`config.mk`:
```
export PLATFORM = sky130hd
export DESIGN_NAME = dm_mem_top
export DESIGN_NICKNAME = d
export VERILOG_FILES = /design/src/design/dm_mem_pkg.sv /design/src/design/hart_event_if.sv /design/src/design/dm_mem_top.sv /design/src/design/rdata_mux.sv /design/src/design/abstract_cmd_gen.sv /design/src/design/cmd_ctrl.sv /design/src/design/hart_bus_decode.sv
export SDC_FILE = /design/constraint.sdc
export NUM_CORES = 1
export LEC_CHECK = 0
export BUFFER_PORTS_ARGS = -buffer_cell sky130_fd_sc_hd__buf_4
export CAP_MARGIN = 20
export CORE_AREA = 2 2 183 185
export CTS_CLUSTER_DIAMETER = 100
export DETAILED_ROUTE_END_ITERATION = 10
export DIE_AREA = 0 0 185 187
export PLACE_DENSITY_LB_ADDON = 0.1
export SYNTH_ARGS = -nofsm -noshare
export SYNTH_HDL_FRONTEND = slang
export SYNTH_SLANG_ARGS = --single-unit
```
`constraint.sdc`:
```
create_clock -name clk_i -period 3.1 [get_ports clk_i]
set_clock_uncertainty 0.1 [all_clocks]
set_input_delay 0.31 -clock clk_i [delete_from_list [all_inputs] [get_ports clk_i]]
set_output_delay 0.31 -clock clk_i [all_outputs]
set_load 0.1 [all_outputs]
```
`src/design/dm_mem_pkg.sv`:
```
/*
 * debug memory package
 * address map, abstract command types and RISC-V instruction encoders
 */
package dm_mem_pkg;

    typedef logic [11:0] dbg_addr_t;
    typedef logic [63:0] dm_word_t;

    // ----------------------------------------
    // address map
    // ----------------------------------------
    localparam dbg_addr_t HALTED_ADDR    = 12'h100;
    localparam dbg_addr_t GOING_ADDR     = 12'h104;
    localparam dbg_addr_t RESUMING_ADDR  = 12'h108;
    localparam dbg_addr_t EXCEPTION_ADDR = 12'h10C;
    localparam dbg_addr_t WHERETO_ADDR   = 12'h300;
    localparam dbg_addr_t ABS_CMD_BASE   = 12'h348;
    localparam dbg_addr_t PROGBUF_BASE   = 12'h370;
    localparam dbg_addr_t DATA_BASE      = 12'h380;
    localparam dbg_addr_t FLAGS_BASE     = 12'h400;
    localparam dbg_addr_t FLAGS_END      = 12'h7FF;
    // jump target only, the ROM behind it lives elsewhere
    localparam dbg_addr_t RESUME_ADDR    = 12'h808;

    // sizes in 32-bit words
    localparam int DATA_COUNT   = 2;
    localparam int PROGBUF_SIZE = 4;

    // inclusive region ends
    localparam dbg_addr_t ABS_CMD_END = dbg_addr_t'(ABS_CMD_BASE + 5 * 8 - 1);
    localparam dbg_addr_t PROGBUF_END = dbg_addr_t'(PROGBUF_BASE + 4 * PROGBUF_SIZE - 1);
    localparam dbg_addr_t DATA_END    = dbg_addr_t'(DATA_BASE + 4 * DATA_COUNT - 1);

    // ----------------------------------------
    // abstract commands
    // ----------------------------------------
    typedef enum logic [7:0] {
        ACCESS_REG   = 8'd0,
        QUICK_ACCESS = 8'd1,
        ACCESS_MEM   = 8'd2
    } cmd_type_e;

    typedef enum logic [2:0] {
        ERR_NONE          = 3'd0,
        ERR_NOT_SUPPORTED = 3'd2,
        ERR_EXCEPTION     = 3'd3,
        ERR_HALT_RESUME   = 3'd4
    } cmd_err_e;

    // access register control word, postincrement kept as reserved
    typedef struct packed {
        logic        zero1;
        logic [2:0]  aarsize;
        logic        zero0;
        logic        postexec;
        logic        transfer;
        logic        write;
        logic [15:0] regno;
    } ac_ar_t;

    localparam logic [11:0] DSCRATCH0 = 12'h7B2;
    localparam logic [11:0] DSCRATCH1 = 12'h7B3;

    // ----------------------------------------
    // instruction encoders
    // ----------------------------------------
    function automatic logic [31:0] enc_jal(input logic [4:0] rd, input logic [20:0] imm);
        return {imm[20], imm[10:1], imm[11], imm[19:12], rd, 7'h6F};
    endfunction

    function automatic logic [31:0] enc_auipc(input logic [4:0] rd, input logic [31:0] imm);
        return {imm[31:12], rd, 7'h17};
    endfunction

    function automatic logic [31:0] enc_srli(input logic [4:0] rd, input logic [4:0] rs1,
                                             input logic [5:0] shamt);
        return {6'b0, shamt, rs1, 3'b101, rd, 7'h13};
    endfunction

    function automatic logic [31:0] enc_slli(input logic [4:0] rd, input logic [4:0] rs1,
                                             input logic [5:0] shamt);
        return {6'b0, shamt, rs1, 3'b001, rd, 7'h13};
    endfunction

    function automatic logic [31:0] enc_load(input logic [2:0] size, input logic [4:0] dest,
                                             input logic [4:0] base, input logic [11:0] offset);
        return {offset, base, size, dest, 7'h03};
    endfunction

    function automatic logic [31:0] enc_store(input logic [2:0] size, input logic [4:0] src,
                                              input logic [4:0] base, input logic [11:0] offset);
        return {offset[11:5], src, base, size, offset[4:0], 7'h23};
    endfunction

    function automatic logic [31:0] enc_csrw(input logic [11:0] csr, input logic [4:0] rs1);
        return {csr, rs1, 3'b001, 5'd0, 7'h73};
    endfunction

    function automatic logic [31:0] enc_csrr(input logic [11:0] csr, input logic [4:0] dest);
        return {csr, 5'd0, 3'b010, dest, 7'h73};
    endfunction

    function automatic logic [31:0] enc_nop();
        return 32'h0000_0013;
    endfunction

    function automatic logic [31:0] enc_ebreak();
        return 32'h0010_0073;
    endfunction

    function automatic logic [31:0] enc_illegal();
        return 32'h0000_0000;
    endfunction

endpackage
```
`src/design/hart_event_if.sv`:
```
/*
 * hart event interface
 * single-cycle write events seen on the hart bus
 */
`timescale 1ns/100ps

interface hart_event_if #(
    parameter int NR_HARTS = 2
);
    localparam int HARTSEL_W = (NR_HARTS > 1) ? $clog2(NR_HARTS) : 1;

    logic                 halted_wr;
    logic                 going_wr;
    logic                 resuming_wr;
    logic                 exception_wr;
    logic [HARTSEL_W-1:0] hart_idx;

    modport decoder (
        output halted_wr, going_wr, resuming_wr, exception_wr, hart_idx
    );

    modport ctrl (
        input halted_wr, going_wr, resuming_wr, exception_wr, hart_idx
    );

endinterface

```
`src/design/dm_mem_top.sv`:
```
/*
 * debug module memory top level
 * hart bus decode, command control, code generation and read path
 */
`timescale 1ns/100ps

module dm_mem_top
    import dm_mem_pkg::*;
#(
    parameter int NR_HARTS = 2
) (
    input  logic                          clk_i,
    input  logic                          rst_ni,
    // debugger side
    input  logic                          cmd_valid_i,
    output logic                          cmd_ready_o,
    input  cmd_type_e                     cmdtype_i,
    input  ac_ar_t                        control_i,
    input  logic [NR_HARTS-1:0]           haltreq_i,
    input  logic [NR_HARTS-1:0]           resumereq_i,
    input  logic [19:0]                   hartsel_i,
    input  logic [PROGBUF_SIZE-1:0][31:0] progbuf_i,
    input  logic [DATA_COUNT-1:0][31:0]   data_i,
    output logic [NR_HARTS-1:0]           halted_o,
    output logic [NR_HARTS-1:0]           resuming_o,
    output logic [DATA_COUNT-1:0][31:0]   data_o,
    output logic                          data_valid_o,
    output logic                          cmderror_valid_o,
    output cmd_err_e                      cmderror_o,
    output logic                          cmdbusy_o,
    // hart bus
    input  logic                          req_i,
    input  logic                          we_i,
    input  dbg_addr_t                     addr_i,
    input  dm_word_t                      wdata_i,
    input  logic [7:0]                    be_i,
    output dm_word_t                      rdata_o
);

    ac_ar_t         cmd_ctrl;
    dm_word_t [4:0] abs_words;
    logic           unsupported;
    logic           go;
    logic           resume;

    hart_event_if #(.NR_HARTS(NR_HARTS)) ev_if ();

    hart_bus_decode #(.NR_HARTS(NR_HARTS)) u_decode (
        .clk_i        (clk_i),
        .rst_ni       (rst_ni),
        .req_i        (req_i),
        .we_i         (we_i),
        .addr_i       (addr_i),
        .wdata_i      (wdata_i),
        .be_i         (be_i),
        .data_i       (data_i),
        .data_o       (data_o),
        .data_valid_o (data_valid_o),
        .ev           (ev_if)
    );

    cmd_ctrl #(.NR_HARTS(NR_HARTS)) u_ctrl (
        .clk_i            (clk_i),
        .rst_ni           (rst_ni),
        .cmd_valid_i      (cmd_valid_i),
        .cmd_ready_o      (cmd_ready_o),
        .cmdtype_i        (cmdtype_i),
        .control_i        (control_i),
        .haltreq_i        (haltreq_i),
        .resumereq_i      (resumereq_i),
        .hartsel_i        (hartsel_i),
        .ev               (ev_if),
        .unsupported_i    (unsupported),
        .cmd_ctrl_o       (cmd_ctrl),
        .halted_o         (halted_o),
        .resuming_o       (resuming_o),
        .go_o             (go),
        .resume_o         (resume),
        .cmdbusy_o        (cmdbusy_o),
        .cmderror_valid_o (cmderror_valid_o),
        .cmderror_o       (cmderror_o)
    );

    abstract_cmd_gen u_gen (
        .cmdtype_i     (cmdtype_i),
        .ac_ar_i       (cmd_ctrl),
        .words_o       (abs_words),
        .unsupported_o (unsupported)
    );

    rdata_mux #(.NR_HARTS(NR_HARTS)) u_rdata (
        .clk_i       (clk_i),
        .rst_ni      (rst_ni),
        .req_i       (req_i),
        .we_i        (we_i),
        .addr_i      (addr_i),
        .hartsel_i   (hartsel_i),
        .resumereq_i (resumereq_i),
        .cmdbusy_i   (cmdbusy_o),
        .transfer_i  (cmd_ctrl.transfer),
        .go_i        (go),
        .resume_i    (resume),
        .progbuf_i   (progbuf_i),
        .data_i      (data_i),
        .abs_words_i (abs_words),
        .rdata_o     (rdata_o)
    );

endmodule

```
`src/design/rdata_mux.sv`:
```
/*
 * hart bus read path
 * registers WhereTo, data, program buffer, abstract command and flag reads
 */
`timescale 1ns/100ps

module rdata_mux
    import dm_mem_pkg::*;
#(
    parameter int NR_HARTS = 2
) (
    input  logic                          clk_i,
    input  logic                          rst_ni,
    input  logic                          req_i,
    input  logic                          we_i,
    input  dbg_addr_t                     addr_i,
    input  logic [19:0]                   hartsel_i,
    input  logic [NR_HARTS-1:0]           resumereq_i,
    input  logic                          cmdbusy_i,
    input  logic                          transfer_i,
    input  logic                          go_i,
    input  logic                          resume_i,
    input  logic [PROGBUF_SIZE-1:0][31:0] progbuf_i,
    input  logic [DATA_COUNT-1:0][31:0]   data_i,
    input  dm_word_t [4:0]                abs_words_i,
    output dm_word_t                      rdata_o
);

    localparam int HARTSEL_W = (NR_HARTS > 1) ? $clog2(NR_HARTS) : 1;
    localparam int PB_IDX_W  = (PROGBUF_SIZE > 2) ? $clog2(PROGBUF_SIZE / 2) : 1;

    logic [HARTSEL_W-1:0]              hart_sel;
    logic [PROGBUF_SIZE/2-1:0][63:0]   progbuf_dw;
    logic [8:0]                        pb_off;
    logic [8:0]                        abs_off;
    logic [8:0]                        flag_off;
    logic [7:0][7:0]                   flag_bytes;
    dm_word_t                          rdata_d, rdata_q;

    assign hart_sel   = hartsel_i[HARTSEL_W-1:0];
    assign progbuf_dw = progbuf_i;
    // double word offsets into each region
    assign pb_off     = addr_i[11:3] - PROGBUF_BASE[11:3];
    assign abs_off    = addr_i[11:3] - ABS_CMD_BASE[11:3];
    assign flag_off   = addr_i[11:3] - FLAGS_BASE[11:3];
    assign rdata_o    = rdata_q;

    always_comb begin
        rdata_d    = rdata_q;
        flag_bytes = '0;
        if (req_i && !we_i) begin
            rdata_d = '0;
            if (addr_i == WHERETO_ADDR) begin
                rdata_d = rdata_q;
                if (cmdbusy_i && transfer_i) begin
                    rdata_d = {32'h0, enc_jal(5'd0, {9'h0, ABS_CMD_BASE - WHERETO_ADDR})};
                end else if (cmdbusy_i) begin
                    // no transfer, straight into the program buffer
                    rdata_d = {32'h0, enc_jal(5'd0, {9'h0, PROGBUF_BASE - WHERETO_ADDR})};
                end else if (resumereq_i[hart_sel]) begin
                    rdata_d = {32'h0, enc_jal(5'd0, {9'h0, RESUME_ADDR - WHERETO_ADDR})};
                end
            end else if ((addr_i >= DATA_BASE) && (addr_i <= DATA_END)) begin
                rdata_d = data_i;
            end else if ((addr_i >= PROGBUF_BASE) && (addr_i <= PROGBUF_END)) begin
                rdata_d = progbuf_dw[pb_off[PB_IDX_W-1:0]];
            end else if ((addr_i >= ABS_CMD_BASE) && (addr_i <= ABS_CMD_END)) begin
                rdata_d = abs_words_i[abs_off[2:0]];
            end else if ((addr_i >= FLAGS_BASE) && (addr_i <= FLAGS_END)) begin
                // one byte per hart, only the selected hart is released
                if (flag_off == hartsel_i[11:3]) begin
                    flag_bytes[hartsel_i[2:0]] = {6'b0, resume_i, go_i};
                end
                rdata_d = flag_bytes;
            end
        end
    end

    always_ff @(posedge clk_i or negedge rst_ni) begin
        if (!rst_ni) begin
            rdata_q <= '0;
        end else begin
            rdata_q <= rdata_d;
        end
    end

endmodule

```
`src/design/abstract_cmd_gen.sv`:
```
/*
 * abstract command generator
 * five double words of code for the access register command
 */
`timescale 1ns/100ps

module abstract_cmd_gen
    import dm_mem_pkg::*;
(
    input  cmd_type_e      cmdtype_i,
    input  ac_ar_t         ac_ar_i,
    output dm_word_t [4:0] words_o,
    output logic           unsupported_o
);

    localparam logic [4:0] REG_S0   = 5'd8;
    localparam logic [4:0] REG_A0   = 5'd10;

    always_comb begin
        unsupported_o = 1'b0;

        // base program leaves the debug module base in a0
        words_o[0][31:0]  = enc_illegal();
        words_o[0][63:32] = enc_auipc(REG_A0, 32'h0);
        words_o[1][31:0]  = enc_srli(REG_A0, REG_A0, 6'd12);
        words_o[1][63:32] = enc_slli(REG_A0, REG_A0, 6'd12);
        words_o[2]        = {enc_nop(), enc_nop()};
        words_o[3]        = {enc_nop(), enc_nop()};
        words_o[4][31:0]  = enc_csrr(DSCRATCH1, REG_A0);
        words_o[4][63:32] = enc_ebreak();

        if (cmdtype_i != ACCESS_REG) begin
            unsupported_o = 1'b1;
        end else begin
            if (ac_ar_i.transfer && (ac_ar_i.aarsize < 3'd4)) begin
                // save a0 unless regno falls in the reserved range
                if (ac_ar_i.regno[15:14] != 2'b00) begin
                    words_o[0][31:0] = enc_illegal();
                end else begin
                    words_o[0][31:0] = enc_csrw(DSCRATCH1, REG_A0);
                end

                if (ac_ar_i.regno[12]) begin
                    // GPR transfer is a single access to the data registers
                    if (ac_ar_i.write) begin
                        words_o[2][31:0] = enc_load(ac_ar_i.aarsize, ac_ar_i.regno[4:0],
                                                    REG_A0, DATA_BASE);
                    end else begin
                        words_o[2][31:0] = enc_store(ac_ar_i.aarsize, ac_ar_i.regno[4:0],
                                                     REG_A0, DATA_BASE);
                    end
                end else if (ac_ar_i.write) begin
                    // CSR write goes through s0
                    words_o[2][31:0]  = enc_csrw(DSCRATCH0, REG_S0);
                    words_o[2][63:32] = enc_load(ac_ar_i.aarsize, REG_S0, REG_A0, DATA_BASE);
                    words_o[3][31:0]  = enc_csrw(ac_ar_i.regno[11:0], REG_S0);
                    words_o[3][63:32] = enc_csrr(DSCRATCH0, REG_S0);
                end else begin
                    words_o[2][31:0]  = enc_csrw(DSCRATCH0, REG_S0);
                    words_o[2][63:32] = enc_csrr(ac_ar_i.regno[11:0], REG_S0);
                    words_o[3][31:0]  = enc_store(ac_ar_i.aarsize, REG_S0, REG_A0, DATA_BASE);
                    words_o[3][63:32] = enc_csrr(DSCRATCH0, REG_S0);
                end
            end

            // fall through into the program buffer
            if (ac_ar_i.postexec) begin
                words_o[4][63:32] = enc_nop();
            end
        end
    end

endmodule

```
`src/design/cmd_ctrl.sv`:
```
/*
 * abstract command controller
 * command FSM, per-hart halted and resuming flags, error reporting
 */
`timescale 1ns/100ps

module cmd_ctrl
    import dm_mem_pkg::*;
#(
    parameter int NR_HARTS = 2
) (
    input  logic                clk_i,
    input  logic                rst_ni,
    input  logic                cmd_valid_i,
    output logic                cmd_ready_o,
    input  cmd_type_e           cmdtype_i,
    input  ac_ar_t              control_i,
    input  logic [NR_HARTS-1:0] haltreq_i,
    input  logic [NR_HARTS-1:0] resumereq_i,
    input  logic [19:0]         hartsel_i,
    hart_event_if.ctrl          ev,
    input  logic                unsupported_i,
    output ac_ar_t              cmd_ctrl_o,
    output logic [NR_HARTS-1:0] halted_o,
    output logic [NR_HARTS-1:0] resuming_o,
    output logic                go_o,
    output logic                resume_o,
    output logic                cmdbusy_o,
    output logic                cmderror_valid_o,
    output cmd_err_e            cmderror_o
);

    localparam int HARTSEL_W = (NR_HARTS > 1) ? $clog2(NR_HARTS) : 1;

    typedef enum logic [1:0] {IDLE, GO, RESUME, CMD_EXEC} state_e;

    state_e               state_d, state_q;
    logic [NR_HARTS-1:0]  halted_d, halted_q;
    logic [NR_HARTS-1:0]  resuming_d, resuming_q;
    logic [HARTSEL_W-1:0] hart_sel;
    ac_ar_t               ctrl_q;

    assign hart_sel    = hartsel_i[HARTSEL_W-1:0];
    assign cmd_ready_o = (state_q == IDLE);
    assign cmdbusy_o   = (state_q == GO) || (state_q == CMD_EXEC);
    assign go_o        = (state_q == GO);
    assign resume_o    = (state_q == RESUME);
    assign halted_o    = halted_q;
    assign resuming_o  = resuming_q;
    assign cmd_ctrl_o  = ctrl_q;

    // ----------------------------------------
    // command FSM and errors
    // ----------------------------------------
    always_comb begin
        state_d          = state_q;
        cmderror_valid_o = 1'b0;
        cmderror_o       = ERR_NONE;
        case (state_q)
            IDLE: begin
                if (cmd_valid_i) begin
                    cmderror_valid_o = unsupported_i || !halted_q[hart_sel];
                    if (unsupported_i) begin
                        cmderror_o = ERR_NOT_SUPPORTED;
                    end else if (!halted_q[hart_sel]) begin
                        cmderror_o = ERR_HALT_RESUME;
                    end else begin
                        state_d = GO;
                    end
                end else if (resumereq_i[hart_sel] && !haltreq_i[hart_sel] &&
                             halted_q[hart_sel] && !resuming_q[hart_sel]) begin
                    state_d = RESUME;
                end
            end
            GO: begin
                if (ev.going_wr) begin
                    state_d = CMD_EXEC;
                end
            end
            CMD_EXEC: begin
                // hart parks itself again once the program is done
                if (ev.halted_wr) begin
                    state_d = IDLE;
                end
            end
            RESUME: begin
                if (ev.resuming_wr) begin
                    state_d = IDLE;
                end
            end
            default: state_d = IDLE;
        endcase

        if (ev.exception_wr) begin
            cmderror_valid_o = 1'b1;
            cmderror_o       = ERR_EXCEPTION;
        end
    end

    // ----------------------------------------
    // hart flags
    // ----------------------------------------
    always_comb begin
        halted_d   = halted_q;
        // resuming acknowledge drops with the request
        resuming_d = resuming_q & resumereq_i;
        if (ev.halted_wr) begin
            halted_d[ev.hart_idx] = 1'b1;
        end
        if (ev.resuming_wr) begin
            halted_d[ev.hart_idx]   = 1'b0;
            resuming_d[ev.hart_idx] = 1'b1;
        end
    end

    always_ff @(posedge clk_i or negedge rst_ni) begin
        if (!rst_ni) begin
            state_q    <= IDLE;
            halted_q   <= '0;
            resuming_q <= '0;
        end else begin
            state_q    <= state_d;
            halted_q   <= halted_d;
            resuming_q <= resuming_d;
        end
    end

    // only an access register command carries a meaningful control word
    always_ff @(posedge clk_i) begin
        if (cmd_valid_i && cmd_ready_o) begin
            ctrl_q <= (cmdtype_i == ACCESS_REG) ? control_i : '0;
        end
    end

endmodule

```
`src/design/hart_bus_decode.sv`:
```
/*
 * hart bus write decoder
 * turns flag writes into events and merges data register writes
 */
`timescale 1ns/100ps

module hart_bus_decode
    import dm_mem_pkg::*;
#(
    parameter int NR_HARTS = 2
) (
    input  logic                        clk_i,
    input  logic                        rst_ni,
    input  logic                        req_i,
    input  logic                        we_i,
    input  dbg_addr_t                   addr_i,
    input  dm_word_t                    wdata_i,
    input  logic [7:0]                  be_i,
    input  logic [DATA_COUNT-1:0][31:0] data_i,
    output logic [DATA_COUNT-1:0][31:0] data_o,
    output logic                        data_valid_o,
    hart_event_if.decoder               ev
);

    localparam int HARTSEL_W = (NR_HARTS > 1) ? $clog2(NR_HARTS) : 1;

    logic                 wr;
    logic                 flag_wr;
    logic [HARTSEL_W-1:0] idx_q;

    assign wr      = req_i && we_i;
    // 0x100 to 0x10F holds the four flag words
    assign flag_wr = wr && (addr_i[11:4] == HALTED_ADDR[11:4]);

    assign ev.halted_wr    = wr && (addr_i == HALTED_ADDR);
    assign ev.going_wr     = wr && (addr_i == GOING_ADDR);
    assign ev.resuming_wr  = wr && (addr_i == RESUMING_ADDR);
    assign ev.exception_wr = wr && (addr_i == EXCEPTION_ADDR);

    // the hart puts its own index in the write data,
    // keep the last one so the index stays stable between writes
    assign ev.hart_idx = flag_wr ? wdata_i[HARTSEL_W-1:0] : idx_q;

    always_ff @(posedge clk_i or negedge rst_ni) begin
        if (!rst_ni) begin
            idx_q <= '0;
        end else if (flag_wr) begin
            idx_q <= wdata_i[HARTSEL_W-1:0];
        end
    end

    // ----------------------------------------
    // data register writes
    // ----------------------------------------
    always_comb begin
        data_o       = data_i;
        data_valid_o = 1'b0;
        if (wr && (addr_i >= DATA_BASE) && (addr_i <= DATA_END)) begin
            data_valid_o = 1'b1;
            for (int i = 0; i < 4 * DATA_COUNT; i++) begin
                if (be_i[i]) begin
                    data_o[i / 4][(i % 4) * 8 +: 8] = wdata_i[i * 8 +: 8];
                end
            end
        end
    end

endmodule

```
Word-level counts from Yosys, hierarchy flattened
Cells that the tools add are included.
W data, S select, Z words.
{ "totals": {"ff_bits": 93, "word_cells": 152} }
{ "op_classes": {"addsub": 3, "magnitude_cmp": 16, "eq_ne": 17, "n_mux": 67, "n_bitwise": 6, "reduce_logical": 33} }
{ "op_table": {"columns": ["operator", "n"], "rows": [
  ["$mux W64", 13],
  ["$mux W128", 2],
  ["$bmux W64 S3", 1],
  ["$mux W32", 4],
  ["$mux W96", 1],
  ["$mux W95", 1],
  ["$mux W8", 9],
  ["$and A58 B64 Y64", 1],
  ["$eq A12 B9 Y1 const B", 4],
  ["$ge A12 B10 Y1 const B", 3],
  ["$le A12 B10 Y1 const B", 3],
  ["$mux W31", 1],
  ["$mux W25", 1],
  ["$demux W8 S3", 1],
  ["$logic_and A1 B1 Y1", 21],
  ["$mux W21", 1],
  ["$mux W2", 10],
  ["$mux W1", 15],
  ["$mux W3", 5],
  ["$eq A12 B10 Y1 const B", 1],
  ["$ge A12 B11 Y1 const B", 1],
  ["$le A12 B11 Y1 const B", 1],
  ["$eq A9 B9 Y1", 1],
  ["$ne A3 B3 Y1 const B", 3],
  ["other kinds (26)", 38]
]} }

Logic depth before layout (Yosys ltp)
{ "depth": {"ltp_word": 11, "depth_mapped": 11, "depth_no_buf": 8} }

Hierarchy
From an unflattened synthesis, not the netlist that was laid out.
{ "unflattened": {"cells_unflattened": 1390, "hier_area_um2": 12339.3} }
{ "by_module_without_submodules": {"columns": ["mod", "n_inst", "cells_each", "area_per_inst_um2", "seq_area_each_um2"], "rows": [
  ["rdata_mux", 1, 835, 7329.5, 1601.5],
  ["abstract_cmd_gen", 1, 371, 2642.5, 0.0],
  ["cmd_ctrl", 1, 91, 1281.2, 870.8],
  ["hart_bus_decode", 1, 93, 1086.0, 25.0]
]} }

Worst setup path after synthesis
OpenSTA, ideal clock, no wires.
{ "synth_timing": {"path_type": "flip-flop to output port", "start": "reg u_ctrl.state_q[0]", "end": "out cmderror_valid_o", "t_arrival_ps": 4195, "t_required_ps": 2690, "path_slack_ps": -1505, "path_stages_with_launch": 5, "path_buffers": 1, "cell_sequence": "dfrtp_1 clkbuf_1 nor2_1 nand2_1 o21ai_0"} }
{ "synth_via": {"elab_chain_cells": 3} }
{ "synth_lines": {"columns": ["element", "line", "rtl"], "rows": [
  ["from (decl)", "cmd_ctrl.sv:37", "state_e state_d, state_q;"],
  ["from (signal assigned)", "cmd_ctrl.sv:122", "state_q <= state_d;"],
  ["$logic_not A2 Y1", null, null],
  ["via cmd_ready_o", "dm_mem_top.sv:16", "output logic cmd_ready_o,"],
  ["$mux W1", "cmd_ctrl.sv:59", "case (state_q)"],
  ["$mux W1", "cmd_ctrl.sv:94", "if (ev.exception_wr) begin"],
  ["to (decl)", "dm_mem_top.sv:28", "output logic cmderror_valid_o,"]
]} }
The timed path passes the listed nets, and every way through them passes these cells.

==> run summary <==
In the layout the commonest cells are buf_4 (515), o21ai_0 (95), mux2_2 (80). After synthesis, the share of flip-flops with an asynchronous set or reset is 76.92%. Dividing total power by cell area gives a power density of 337.7 nW/µm². The detailed router finished its first iteration with 667 violations. The cell count after synthesis came out at 866. The max-slew violation count came out at 0. The cell row count is 67. Relative to the synthesized area, the layout overhead comes to 64.63%. Along the worst path, the maximum fanout reaches 10. For this run, the top clock speed supported by timing is 0.3395 GHz. Buffers inserted to repair hold after CTS numbered 0. The count of max-cap constraint violations is 0. The slowest stage of the critical path is the mux2_2 cell. The part of the power in registers is 30.9%. The commonest non-fill, non-tap cell in the layout is buf_4.

For this run, the detailed router's first-pass iteration total came to 7. Walking the worst path, the cells encountered are buf_4, inv_1, ha_1, nand3_1, and4_1, o21a_4, and3_1, buf_12, mux2_2, buf_4. The number of filler instances in the final layout came out at 3,485. The worst setup path is captured at an output port. The initial utilization of the core area, before any placement, comes to 22.48%. The detailed-routed wire length on met3 came out at 2.641 mm.

The y dimension of the die came out at 187 µm. The critical register-to-register path endpoint is u_rdata.rdata_o[21]. The first global-routing pass estimated 60.45 mm of wire.

During synthesis, Yosys emitted a total of 0 warnings. The post-detailed-route via-to-cell ratio is 4.969. The number of buffers created by CTS came out at 9. Setup repair after global routing left no endpoint under its margin. The final reports fail on hold timing. The highest metal layer carrying signal wires in the routed design is met5. The worst reg-to-reg setup slack is 0.83 ns. TritonCTS built the clock tree. Among all flip-flop cells after synthesis, the most frequent one is dfrtp_1. The count of buffering cells on the critical path with inverters included came out at 4. The synthesized design contains 21 enable-type register cells. The delay contributed by the slowest stage of the critical path came out at 0.35 ns. The final route contains 8,904 vias. The critical path arrival is 2.54 ns. The setup TNS came out at 0 ns. The post-CTS setup-driven buffer insertion count came out at 0. The count of cell types in the netlist is 72. The net load switching power is 1.593 mW. The number of failing setup endpoints in the final timing report is 0.

Wires add up to 43.37 mm. VDD sags by at most 0.0002475 V. From left edge to right edge, the die measures 185 µm. The static leakage is 5.657 nW.

The routed metal-1 wire length is 18.30 mm. The I/O pin count came out at 476. The die footprint came out at 34,600 µm². Data on the critical path is required at its endpoint by 2.69 ns. The CTS root buffer is clkbuf_16. The transition time at the pin with the least slew margin is 0.9929 ns. The ratio of final minimum period to clock period is 95.02%. The startpoint identified for the worst register-to-register timing path is u_ctrl.cmd_ctrl_o[16]. The post-layout net count is 1,676.

The switching share of power is 38.78%. The share of the core filled with cells in the final layout is 37.01%. After detailed placement, the design holds a cell count of 1,769.

The quantity of gates resized following cts is 0. The floorplan step defined a core boundary enclosing 32,860 µm². The tightest hold path in the finished design has a slack of -0.02332 ns. The overall power came out at 4.108 mW.

STA classifies the critical path startpoint as an input pin. The wire length per cell came out at 24.20 µm. The clock network fraction of design power came out at 31.2%. The number of buffers on the longest clock path came out at 2. The number of antenna violations at the first check in global routing is 8. After legalization and detailed placement, the total HPWL measured 35.70 mm. The max-slew headroom at the worst pin came out at 33.81%. The count of unresolved DRC violations after routing is 0. The cell area after synthesis came out at 7387 µm². Summed over all layers, the global routing overflow is 0.

The TritonCTS sink count came out at 91. The total number of H-tree levels came out at 3. The final hold violation count is 6. The wire length on met2 is 21.05 mm. Global routing used 24.07% of the available tracks across all layers. The class of the most critical setup path is input pin to output port. The internal portion of the total power is 2.515 mW. Excluding fillers, the count of instances in the completed layout stands at 1,792. The via count of the first global-routing pass came out at 8,782. The flip-flop and latch count after synthesis is 91. The number of nets in the synthesized netlist is 1,210.

The top cell family by delay on the critical path is simple AND/OR/NAND/NOR gates. Dividing the synthesized area by the synthesized cell count gives 8.530 µm². The fraction of final layout cells sized beyond drive strength 1 came out at 48.24%. The flow ran to the end, but the final reports show violations. The remaining number of nets flagged by the antenna check after routing is 0. For the worst flop-to-flop path, the logic depth is 5. Clock-pin slew was measured on the worst setup and hold paths at 0.07 ns. Among the stages of the critical path, the cell type that occurs most often is buf_4. The shortest period the worst path allows came out at 2.946 ns.

The final RePlAce weighted congestion is 0.9135. The later pin in the worst-skew pair is clocked with a latency of 0.35 ns. The worst hold path belongs to the class input pin to async pin. The sequential-to-total area share from yosys stat came out at 32.25%. The number of port buffers came out at 464. Entering global routing, the biggest net connects 64 pins. The part of the total power dissipated in combinational logic is 37.8%.
synth_stat cells, types with 7 or more instances:
| cell type | count | share of area (%) |
|---|---|---|
| a21oi_1 | 54 | 3.7 |
| a221oi_1 | 8 | 0.95 |
| a22oi_1 | 11 | 1.1 |
| a31oi_1 | 15 | 1.3 |
| and3_1 | 31 | 2.6 |
| buf_1 | 8 | 0.41 |
| buf_2 | 10 | 0.68 |
| clkbuf_1 | 51 | 2.6 |
| dfrtp_1 | 70 | 24 |
| edfxtp_1 | 21 | 8.5 |
| ha_1 | 7 | 1.2 |
| inv_1 | 13 | 0.66 |
| mux2_2 | 80 | 12 |
| mux2i_1 | 48 | 6.5 |
| nand2_1 | 76 | 3.9 |
| nand2b_1 | 10 | 0.85 |
| nand3_1 | 12 | 0.81 |
| nand4_1 | 7 | 0.59 |
| nor2_1 | 60 | 3.0 |
| nor2b_1 | 10 | 0.85 |
| nor3_1 | 18 | 1.2 |
| nor4_1 | 14 | 1.2 |
| o21ai_0 | 98 | 6.6 |
| o21ai_1 | 13 | 0.88 |
| o2bb2ai_1 | 7 | 0.83 |
| xor2_1 | 8 | 0.95 |
registers in the layout, summed over array words and instances (netlist names), named ones only:
signal / count
u_rdata.rdata_o: 64
u_ctrl.state_q: 2
u_ctrl.resuming_o: 2
u_ctrl.cmd_ctrl_o: 21
power by group through the flow:
stage | logic (mW) | clock network, mW | registers (mW)
floorplan | 0.643 | 0 | 1.53
global placement | 1.55 | 0 | 1.30
detailed placement | 1.56 | 0 | 1.30
CTS | 1.56 | 1.31 | 1.27
global route | 1.62 | 1.36 | 1.28
finish | 1.55 | 1.28 | 1.27
worst register-to-register path, stage by stage, from the launching register on:
cell	delay [ns]
edfxtp_1	0.82
nor2b_1	0.40
a22oi_1	0.14
o21ai_0	0.34
a21oi_1	0.19
o21ai_0	0.20
stage by stage:
stage / setup slack, ns / instance area, µm²
after floorplan: 0.02115 / 7400
after global placement: 0.03847 / 11810
after detailed placement: 0.02646 / 11810
after CTS: 0.05877 / 12140
after global routing: 0.06126 / 12160
final: 0.1544 / 12160
layout make-up:
type	count	area, µm²	share of cell area, %
Multi-Input combinational cell	690	4722	38.83
Timing Repair Buffer	527	4106	33.77
Sequential cell	91	2382	19.59
Tap cell	448	560.5	4.609
Clock buffer	10	229.0	1.883
Clock inverter	6	95.09	0.7819
Inverter	13	48.80	0.4012
Antenna cell	7	17.52	0.1440
worst max path at each step:
stage | from | endpoint | slack [ns] | cells after the start
final | addr_i[10] | data_o[52] | 0.15 | 10
after global routing | addr_i[11] | data_o[52] | 0.06 | 10
after floorplan | u_ctrl.state_q[0] | cmderror_o[2] | 0.02 | 6
after global placement | addr_i[11] | u_rdata.rdata_o[21] | 0.04 | 9
after CTS | addr_i[11] | data_o[52] | 0.06 | 10
after detailed placement | addr_i[11] | u_rdata.rdata_o[21] | 0.03 | 9
per-layer routing:
metal / vias to the layer above / global-route usage [%]
li1: 4210 / -
met3: 48 / 3.991
met1: 4298 / 30.74
met2: 346 / 40.32
met5: - / 0
met4: 2 / 9.402
logic make-up (layout without fill, tap and decap cells):
group           after synthesis  in the layout  share of synthesized area [%]
compound gates              273            273                          23.32
xor+xnor                     11             11                          1.304
fa+ha+maj                     7              7                          1.186
buf+inv                      85            556                          4.743
flops                        91             91                          32.25
mux                         128            128                          18.70
other cells                   0              7                              0
simple gates                271            271                          18.50
(Power assumes the default switching activity.)
